===== config.mk =====
export PLATFORM = sky130hd
export DESIGN_NAME = capture_top
export DESIGN_NICKNAME = d
export VERILOG_FILES = /design/src/hw/capture_pkg.sv /design/src/hw/pixel_packer.sv /design/src/hw/word_fifo.sv /design/src/hw/channel_slave.sv /design/src/hw/burst_arbiter.sv /design/src/hw/mem_write_engine.sv /design/src/hw/capture_top.sv
export VERILOG_INCLUDE_DIRS = /design/src /design/src/hw
export SDC_FILE = /design/constraint.sdc
export NUM_CORES = 2
export LEC_CHECK = 0
export BUFFER_PORTS_ARGS = -buffer_cell sky130_fd_sc_hd__buf_2
export CAP_MARGIN = 20
export CORE_ASPECT_RATIO = 0.75
export CORE_MARGIN = 3
export CORE_UTILIZATION = 57
export CTS_CLUSTER_SIZE = 8
export DETAILED_ROUTE_END_ITERATION = 7
export GPL_ROUTABILITY_DRIVEN = 0
export GPL_TIMING_DRIVEN = 0
export HOLD_SLACK_MARGIN = 0.08
export PLACE_DENSITY = 0.76
export SLEW_MARGIN = 25
export SYNTH_ARGS = -nofsm -noshare
export SYNTH_HDL_FRONTEND = slang
export SYNTH_HIERARCHICAL = 1
export SYNTH_SLANG_ARGS = --single-unit

===== constraint.sdc =====
create_clock -name ddr_clk -period 4.65 [get_ports ddr_clk]
set_input_delay 0.93 -clock ddr_clk [delete_from_list [all_inputs] [get_ports ddr_clk]]
set_output_delay 0.93 -clock ddr_clk [all_outputs]
set_load 0.03 [all_outputs]

===== src/hw/capture_macros.svh =====
`ifndef CAPTURE_MACROS_SVH
`define CAPTURE_MACROS_SVH

// --------------------------------------------------
// camera channels and data widths
`define CAP_NUM_CH      3
`define CAP_BYTE_W      8
`define CAP_WORD_W      32

// burst size and per channel buffering
`define CAP_BURST_LEN   8
`define CAP_FIFO_DEPTH  32
// fill count has to reach CAP_FIFO_DEPTH itself
`define CAP_CNT_W       6

// word address is {channel, bank, offset}
`define CAP_OFS_W       10
`define CAP_CH_W        2
`define CAP_ADDR_W      (`CAP_CH_W + 1 + `CAP_OFS_W)

`endif


===== src/hw/capture_pkg.sv =====
`default_nettype none

`include "capture_macros.svh"

package capture_pkg;

    // one memory data word
    typedef logic [`CAP_WORD_W-1:0] word_t;

    // one camera sample as seen on the sensor pins
    typedef struct packed {
        logic                   valid;
        logic                   vsync;
        logic [`CAP_BYTE_W-1:0] data;
    } cam_beat_t;

    // burst request from a channel slave
    typedef struct packed {
        logic                  bank;
        logic [`CAP_OFS_W-1:0] ofs;
    } burst_cmd_t;

    // granted burst handed to the write engine
    typedef struct packed {
        logic [`CAP_CH_W-1:0]  ch;
        logic                  bank;
        logic [`CAP_OFS_W-1:0] ofs;
    } mem_cmd_t;

    // one beat on the memory write port
    typedef struct packed {
        logic [`CAP_ADDR_W-1:0] addr;
        word_t                  data;
        logic                   last;
    } mem_wr_t;

endpackage

`default_nettype wire


===== src/hw/pixel_packer.sv =====
`timescale 1ns/100ps
`default_nettype none

`include "capture_macros.svh"

module pixel_packer
    import capture_pkg::*;
(
    input  logic      ddr_clk,
    input  logic      rst_n,
    input  cam_beat_t cam,
    output logic      push,
    output word_t     push_word,
    output logic      frame_start
);

    // byte slot of the next accepted byte
    logic [1:0] byte_cnt;
    // vsync one cycle late
    logic       vsync_q;
    // newest byte enters at the top
    word_t      shift_q;
    logic       vsync_rise;

    assign vsync_rise = cam.vsync & ~vsync_q;

    // --------------------------------------------------
    // byte counting and frame edge
    always_ff @(posedge ddr_clk) begin
        if (!rst_n) begin
            byte_cnt    <= '0;
            vsync_q     <= 1'b0;
            push        <= 1'b0;
            frame_start <= 1'b0;
        end else begin
            vsync_q     <= cam.vsync;
            frame_start <= vsync_rise;
            push        <= 1'b0;
            if (vsync_rise) begin
                // partial word of the old frame is dropped
                byte_cnt <= '0;
            end else if (cam.valid) begin
                byte_cnt <= byte_cnt + 2'd1;
                // fourth byte closes the word
                if (byte_cnt == 2'd3) begin
                    push <= 1'b1;
                end
            end
        end
    end

    // little endian packing
    // after four shifts the first byte sits in bits 7:0
    always_ff @(posedge ddr_clk) begin
        if (cam.valid) begin
            shift_q <= {cam.data, shift_q[`CAP_WORD_W-1:`CAP_BYTE_W]};
        end
    end

    // fifo samples this before the next byte shifts in
    assign push_word = shift_q;

endmodule

`default_nettype wire


===== src/hw/word_fifo.sv =====
`timescale 1ns/100ps
`default_nettype none

`include "capture_macros.svh"

module word_fifo
    import capture_pkg::*;
(
    input  logic                  ddr_clk,
    input  logic                  rst_n,
    input  logic                  clear,
    input  logic                  push,
    input  word_t                 push_word,
    input  logic                  pop,
    output word_t                 head,
    output logic [`CAP_CNT_W-1:0] count
);

    localparam int PTR_W = $clog2(`CAP_FIFO_DEPTH);

    word_t            mem [`CAP_FIFO_DEPTH];
    logic [PTR_W-1:0] wr_ptr;
    logic [PTR_W-1:0] rd_ptr;
    logic             full;
    logic             wr_en;
    logic             rd_en;

    // writes into a full buffer are lost
    assign full  = (count == `CAP_CNT_W'(`CAP_FIFO_DEPTH));
    assign wr_en = push & ~full;
    assign rd_en = pop & (count != '0);

    // --------------------------------------------------
    // pointers and fill level
    always_ff @(posedge ddr_clk) begin
        if (!rst_n || clear) begin
            wr_ptr <= '0;
            rd_ptr <= '0;
            count  <= '0;
        end else begin
            if (wr_en) begin
                wr_ptr <= wr_ptr + PTR_W'(1);
            end
            if (rd_en) begin
                rd_ptr <= rd_ptr + PTR_W'(1);
            end
            count <= count + `CAP_CNT_W'(wr_en) - `CAP_CNT_W'(rd_en);
        end
    end

    // storage
    always_ff @(posedge ddr_clk) begin
        if (wr_en) begin
            mem[wr_ptr] <= push_word;
        end
    end

    // show ahead read
    assign head = mem[rd_ptr];

endmodule

`default_nettype wire


===== src/hw/channel_slave.sv =====
`timescale 1ns/100ps
`default_nettype none

`include "capture_macros.svh"

module channel_slave
    import capture_pkg::*;
(
    input  logic                  ddr_clk,
    input  logic                  rst_n,
    input  logic                  frame_start,
    input  logic [`CAP_CNT_W-1:0] count,
    input  logic                  grant,
    output logic                  req,
    output burst_cmd_t            cmd
);

    logic full_burst;

    // enough words queued for one burst
    assign full_burst = (count >= `CAP_CNT_W'(`CAP_BURST_LEN));

    // --------------------------------------------------
    // request and write pointer
    // grant stays high until the engine reports done
    // so while it is high our own burst is still outstanding
    // and the fill count still holds words already claimed
    always_ff @(posedge ddr_clk) begin
        if (!rst_n) begin
            req      <= 1'b0;
            cmd.bank <= 1'b0;
            cmd.ofs  <= '0;
        end else if (frame_start) begin
            // switch to the other buffer
            cmd.bank <= ~cmd.bank;
            cmd.ofs  <= '0;
            req      <= 1'b0;
        end else if (grant) begin
            // first grant cycle retires the request
            if (req) begin
                req     <= 1'b0;
                cmd.ofs <= cmd.ofs + `CAP_OFS_W'(`CAP_BURST_LEN);
            end
        end else if (full_burst) begin
            // held until granted
            req <= 1'b1;
        end
    end

endmodule

`default_nettype wire


===== src/hw/burst_arbiter.sv =====
`timescale 1ns/100ps
`default_nettype none

`include "capture_macros.svh"

module burst_arbiter
    import capture_pkg::*;
(
    input  logic                   ddr_clk,
    input  logic                   rst_n,
    input  logic [`CAP_NUM_CH-1:0] req,
    input  burst_cmd_t             cmd [`CAP_NUM_CH],
    input  word_t                  head [`CAP_NUM_CH],
    output logic [`CAP_NUM_CH-1:0] grant,
    output logic [`CAP_NUM_CH-1:0] pop_ch,
    output logic                   start,
    output mem_cmd_t               mcmd,
    input  logic                   pop,
    output word_t                  word,
    input  logic                   done
);

    logic                 busy;
    // last granted channel and also the current owner while busy
    logic [`CAP_CH_W-1:0] last_ch;
    logic [`CAP_CH_W-1:0] pick;
    logic                 found;

    // --------------------------------------------------
    // round robin search starting after the last grant
    always_comb begin
        int unsigned idx;
        pick  = last_ch;
        found = 1'b0;
        for (int k = 1; k <= `CAP_NUM_CH; k++) begin
            idx = (int'(last_ch) + k) % `CAP_NUM_CH;
            if (!found && req[idx]) begin
                pick  = `CAP_CH_W'(idx);
                found = 1'b1;
            end
        end
    end

    // one burst at a time
    always_ff @(posedge ddr_clk) begin
        if (!rst_n) begin
            busy    <= 1'b0;
            start   <= 1'b0;
            // channel 0 wins first
            last_ch <= `CAP_CH_W'(`CAP_NUM_CH - 1);
        end else begin
            start <= 1'b0;
            if (busy) begin
                if (done) begin
                    busy <= 1'b0;
                end
            end else if (found) begin
                busy    <= 1'b1;
                start   <= 1'b1;
                last_ch <= pick;
            end
        end
    end

    // winner command tagged with its channel
    always_ff @(posedge ddr_clk) begin
        if (!busy && found) begin
            mcmd.ch   <= pick;
            mcmd.bank <= cmd[pick].bank;
            mcmd.ofs  <= cmd[pick].ofs;
        end
    end

    // --------------------------------------------------
    // data path to and from the owner fifo
    always_comb begin
        for (int i = 0; i < `CAP_NUM_CH; i++) begin
            grant[i]  = busy && (last_ch == `CAP_CH_W'(i));
            pop_ch[i] = grant[i] && pop;
        end
    end

    assign word = head[last_ch];

endmodule

`default_nettype wire


===== src/hw/mem_write_engine.sv =====
`timescale 1ns/100ps
`default_nettype none

`include "capture_macros.svh"

module mem_write_engine
    import capture_pkg::*;
(
    input  logic     ddr_clk,
    input  logic     rst_n,
    input  logic     start,
    input  mem_cmd_t mcmd,
    input  word_t    word,
    output logic     pop,
    output logic     done,
    output mem_wr_t  mem_wr,
    output logic     mem_wr_valid,
    input  logic     mem_wr_ready
);

    localparam int BEAT_W = $clog2(`CAP_BURST_LEN);

    logic [BEAT_W-1:0]      beat;
    logic [`CAP_ADDR_W-1:0] addr;
    logic                   accept;
    logic                   last_beat;

    assign accept    = mem_wr_valid & mem_wr_ready;
    assign last_beat = (beat == BEAT_W'(`CAP_BURST_LEN - 1));

    // --------------------------------------------------
    // beat sequencing
    always_ff @(posedge ddr_clk) begin
        if (!rst_n) begin
            mem_wr_valid <= 1'b0;
            done         <= 1'b0;
            beat         <= '0;
        end else begin
            done <= 1'b0;
            if (start) begin
                mem_wr_valid <= 1'b1;
                beat         <= '0;
            end else if (accept) begin
                beat <= beat + BEAT_W'(1);
                if (last_beat) begin
                    mem_wr_valid <= 1'b0;
                    done         <= 1'b1;
                end
            end
        end
    end

    // address moves only on an accepted beat
    // carry stays inside the offset field
    always_ff @(posedge ddr_clk) begin
        if (start) begin
            addr <= {mcmd.ch, mcmd.bank, mcmd.ofs};
        end else if (accept) begin
            addr <= {addr[`CAP_ADDR_W-1:`CAP_OFS_W], addr[`CAP_OFS_W-1:0] + `CAP_OFS_W'(1)};
        end
    end

    // head word is held while stalled since nothing pops
    assign pop    = accept;
    assign mem_wr = '{addr: addr, data: word, last: last_beat};

endmodule

`default_nettype wire


===== src/hw/capture_top.sv =====
`timescale 1ns/100ps
`default_nettype none

`include "capture_macros.svh"

module capture_top
    import capture_pkg::*;
(
    input  logic      ddr_clk,
    input  logic      rst_n,
    input  cam_beat_t cam [`CAP_NUM_CH],
    output mem_wr_t   mem_wr,
    output logic      mem_wr_valid,
    input  logic      mem_wr_ready
);

    // --------------------------------------------------
    // per lane wiring
    logic [`CAP_NUM_CH-1:0] push;
    logic [`CAP_NUM_CH-1:0] frame_start;
    logic [`CAP_NUM_CH-1:0] req;
    logic [`CAP_NUM_CH-1:0] grant;
    logic [`CAP_NUM_CH-1:0] pop_ch;
    word_t                  push_word [`CAP_NUM_CH];
    word_t                  head [`CAP_NUM_CH];
    logic [`CAP_CNT_W-1:0]  count [`CAP_NUM_CH];
    burst_cmd_t             cmd [`CAP_NUM_CH];

    // arbiter to engine
    logic                   start;
    logic                   pop;
    logic                   done;
    mem_cmd_t               mcmd;
    word_t                  word;

    // camera lanes
    for (genvar i = 0; i < `CAP_NUM_CH; i++) begin : g_lane
        pixel_packer u_packer (
            .ddr_clk     (ddr_clk),
            .rst_n       (rst_n),
            .cam         (cam[i]),
            .push        (push[i]),
            .push_word   (push_word[i]),
            .frame_start (frame_start[i])
        );

        // new frame flushes the queue
        word_fifo u_fifo (
            .ddr_clk   (ddr_clk),
            .rst_n     (rst_n),
            .clear     (frame_start[i]),
            .push      (push[i]),
            .push_word (push_word[i]),
            .pop       (pop_ch[i]),
            .head      (head[i]),
            .count     (count[i])
        );

        channel_slave u_slave (
            .ddr_clk     (ddr_clk),
            .rst_n       (rst_n),
            .frame_start (frame_start[i]),
            .count       (count[i]),
            .grant       (grant[i]),
            .req         (req[i]),
            .cmd         (cmd[i])
        );
    end

    // --------------------------------------------------
    // shared write side
    burst_arbiter u_arb (
        .ddr_clk (ddr_clk),
        .rst_n   (rst_n),
        .req     (req),
        .cmd     (cmd),
        .head    (head),
        .grant   (grant),
        .pop_ch  (pop_ch),
        .start   (start),
        .mcmd    (mcmd),
        .pop     (pop),
        .word    (word),
        .done    (done)
    );

    mem_write_engine u_eng (
        .ddr_clk      (ddr_clk),
        .rst_n        (rst_n),
        .start        (start),
        .mcmd         (mcmd),
        .word         (word),
        .pop          (pop),
        .done         (done),
        .mem_wr       (mem_wr),
        .mem_wr_valid (mem_wr_valid),
        .mem_wr_ready (mem_wr_ready)
    );

endmodule

`default_nettype wire


==> summary.md <==
| Metric | Value |
|---|---|
| Status | finished, violations left |
| Failing checks | negative setup slack |
| Finished Layout Cells | between 10000 and 15000 |
| Slew margin rel. | 25.8% |
| I/O pin count | 80 |
| WL/cell | 33.6 um |
| # rows | 150 |
| Number of global-route vias before repair | 71200 |
| Final #Nets | around 7600 |
| Final HPWL DP | 217 mm |
| Max_cap viols | 0 |
| Total power | 0.0634 W |
| Pre-CTS setup slack | -0.781 ns |
| Via/cell ratio | 6.78 |
| CTS Buffer Depth | 4 |
| Total number of vias | 71900 |
| First-pass GRT wire length | 500 mm |
| Upper clock frequency limit | 0.204 GHz |
| Worst Hold Slack | around 0.18 ns |
| Initial DRC count | 11600 |
| Syn. warnings | 6 |
| Total CTS buffers | 455 |
| Core area | between 200000 and 250000 um^2 |
| Most common cell after layout, fill and taps aside | edfxtp_1 |
| Top cells by area, synth | edfxtp_1, mux4_2, mux2_2 |
| Most frequent cells in the layout | edfxtp_1, mux2_2, clkbuf_16 |
| CTS tree | built |
| Syn avg cell area | ~19 um^2 |
| Synth async-reset ratio | 0% |
| H-tree depth | 5 |
| Final hold violation count | 0 |
| Reg2Reg Depth | 14 |
| Tmin final | 4.90 ns |
| Leakage power | 48.7 nW |
| Antenna Violating Nets Remaining | 0 |
| Synth Instances | roughly 6700 |
| Worst Hold Class | in -> reg |
| Die area | around 230000 um^2 |
| Hold Path Sink | g_lane[0].u_packer/push_word[27] |
| Hold Startpoint | cam[23] |
| Max rail drop VDD | 0.377 mV |
| Layout area overhead | 19.2% |
| Largest net degree at the start of global routing | 36 |
| Global route overflow | 0 |
| Initial antenna violation count | 23 |
| Port Buffers | just under 80 |
| Share of the synthesized area in the top cell type | approximately three quarters |
| Flops & latches, synth | 3308 |
| Crit. End Element | output pin |
| Global router's overall resource usage | 29.8% |
| Worst skew pair latency | 0.95 ns |
| Share of layout cells above drive strength 1 | 32.5% |
| Clock Skews | about 0.075 ns |
| CP max-delay cell | nor2b_2 |
| Crit-path max FO | 10 |
| Dpl cells | about 9900 |
| Pwr dens | 414 nW/um^2 |
| Hold path depth | 1 |
| RR Startpoint | u_arb/last_ch[1] |
| Synth unique cells | 69 |
| Biggest area consumer among synthesized cells | edfxtp_1 |
| Fin area | 153000 um^2 |
| Slew @ Worst Pin | 1.11 ns |
| Final routed DRC violation total | 0 |
| Die height | roughly 420 um |
| Final setup margin | -0.254 ns |
| RSZ-0062 raised after global routing | yes |
| Main flop type after synthesis | edfxtp_1 |
| Post-synth EDFFs | about 3200 |
| WS Path Type | reg -> out |
| Initial core utilization | between 50% and 60% |
| Seq/Total Area, Yosys | between 70% and 80% |
| Post-DP Area | ~140000 um^2 |
| Endpoints failing setup | 32 |
| Critical path arrival | 3.97 ns |
| Worst path required time | around 3.7 ns |
| Final Cycle Share | 105% |
| Reg clk slew, reported paths | 0.05 ns |
| Worst setup SP type | register |
| Mapped Area | 129000 um^2 |
| Worst path cell trace | nor2b_2 > clkbuf_1 > o21ai_0 > nor3_1 > or4_4 > mux2i_4 > o21ai_2 > buf_4 > buf_2 |
| Pre-Repair DR Iteration Count | 6 |
| FF-to-FF End | g_lane[0].u_fifo/count[4] |
| Root Buffer | clkbuf_16 |
| Max-slew violations | 0 |
| Die span in x | 554 um |
| Max incr delay on CP | 0.59 ns |
| # clock sinks | 3308 |
| Routed WL | between 300 and 400 mm |
| Worst R2R Setup Slack | 0.77 ns |
[metal layers]
layer	up-vias	global-route usage, %	part of all wire (%)
met5	-	0	0.014
met1	36700	42.1	36
met2	5594	45.5	47
met4	8	10.8	3.9
met3	814	7.80	13
li1	28800	-	-
[cell usage after synthesis (4+ instances only)]
cell       count
nand4_1        6
mux4_2       384
nor3b_2        6
o2bb2ai_1     11
nor2b_1      204
a21oi_1       36
buf_1         41
xnor2_1       10
mux2i_1       52
buf_2         41
mux2_2       577
clkbuf_1     252
and2_1        23
o21a_1        10
nor2_1       154
edfxtp_1    3194
o22ai_1      193
nand3b_1       7
nor4_1        10
a211oi_1     192
o21ai_0      244
or3b_2         6
or3_1         19
and3_1         9
or4_1        101
o211ai_1       4
dfxtp_1      114
nand2_1       95
ha_1          53
nand2b_1      16
xor2_1        29
inv_1         41
nand4bb_1      6
a22o_1       192
nor3_1       206
buf_4         54
nand3_1       44
buf_6         29
nor3b_1        4
or2_2          8
[registers in the layout, indices dropped and copies added, names as in the netlist, 6 cells and up, named ones only]
register / count
g_lane.u_fifo/mem: 3072
g_lane.u_packer/push_word: 96
g_lane.u_slave/cmd: 24
g_lane.u_fifo/count: 18
g_lane.u_fifo/rd_ptr: 15
g_lane.u_fifo/wr_ptr: 15
u_arb/mcmd: 13
u_eng/addr: 13
g_lane.u_packer/byte_cnt: 6
[cell families after synthesis]
| logic type | count (synthesis) | share of synthesized area (%) |
|---|---|---|
| flip-flops | 3308 | 76.4 |
| AO/OA/AOI/OAI | 901 | 4.77 |
| AND/OR/NAND/NOR | 947 | 4.12 |
| multiplexers | 1014 | 12.2 |
| adder cells (fa/ha/maj) | 56 | 0.562 |
| other | 3 | 0.00876 |
| XOR/XNOR | 39 | 0.266 |
| buffers and inverters | 459 | 1.71 |
[area by class of cell]
| type | count | area (um^2) |
|---|---|---|
| diodes | 6 | 15.0 |
| plain buffers | 404 | 3250 |
| clock buffers | 582 | 12000 |
| clock inverters | 18 | 347 |
| fillers | 12800 | 70200 |
| inverters | 42 | 158 |
| multi-input cells | 2966 | 30600 |
| flip-flops and latches | 3308 | 98200 |
| well taps | 2964 | 3710 |
| repair buffers | 323 | 4990 |
[worst max-delay path, delay by kind of cell, from the launching register on]
kind	cells	cell delay, ns
DFF	1	0.48
muxes	1	0.10
and+or+nand+nor	3	1.27
buffers and inverters	3	0.72
AOI/OAI and AO/OA	2	0.46
[through the flow]
step	TNS, ns	util (%)
after floorplan	0	-
after global placement	-416.08	59.4
after detailed placement	-19.46	61.2
after CTS	-5.97	67.9
after global routing	-6.49	68.6
final	-5.98	68.6
[power breakdown]
group          switching [W]  internal, W
combinational       0.000447     0.000171
sequential          0.000289       0.0329
clock                 0.0119       0.0177
[how the worst max path moves through the flow]
stage | startpoint | end | slack, ns | cells past startpoint
finish | register | mem_wr[21] | -0.25 | 9
global placement | g_lane[1].u_fifo/count[3] | g_lane[1].u_fifo/mem[3][23] | -2.82 | 5
CTS | register | mem_wr[8] | -0.26 | 9
detailed placement | register | mem_wr[3] | -0.78 | 10
floorplan | g_lane[1].u_fifo/count[3] | g_lane[1].u_fifo/mem[3][0] | 0.03 | 5
global route | register | mem_wr[13] | -0.27 | 10
[what timing repair did]
action	in CTS	in global routing
hold endpoints to repair	0	0
hold buffers	0	0
setup endpoints to repair	32	32
gates resized for setup	812	164
pin swaps	9	13
gates cloned	3	2
setup buffers	3	6
Power figures use the tool's default switching activity.
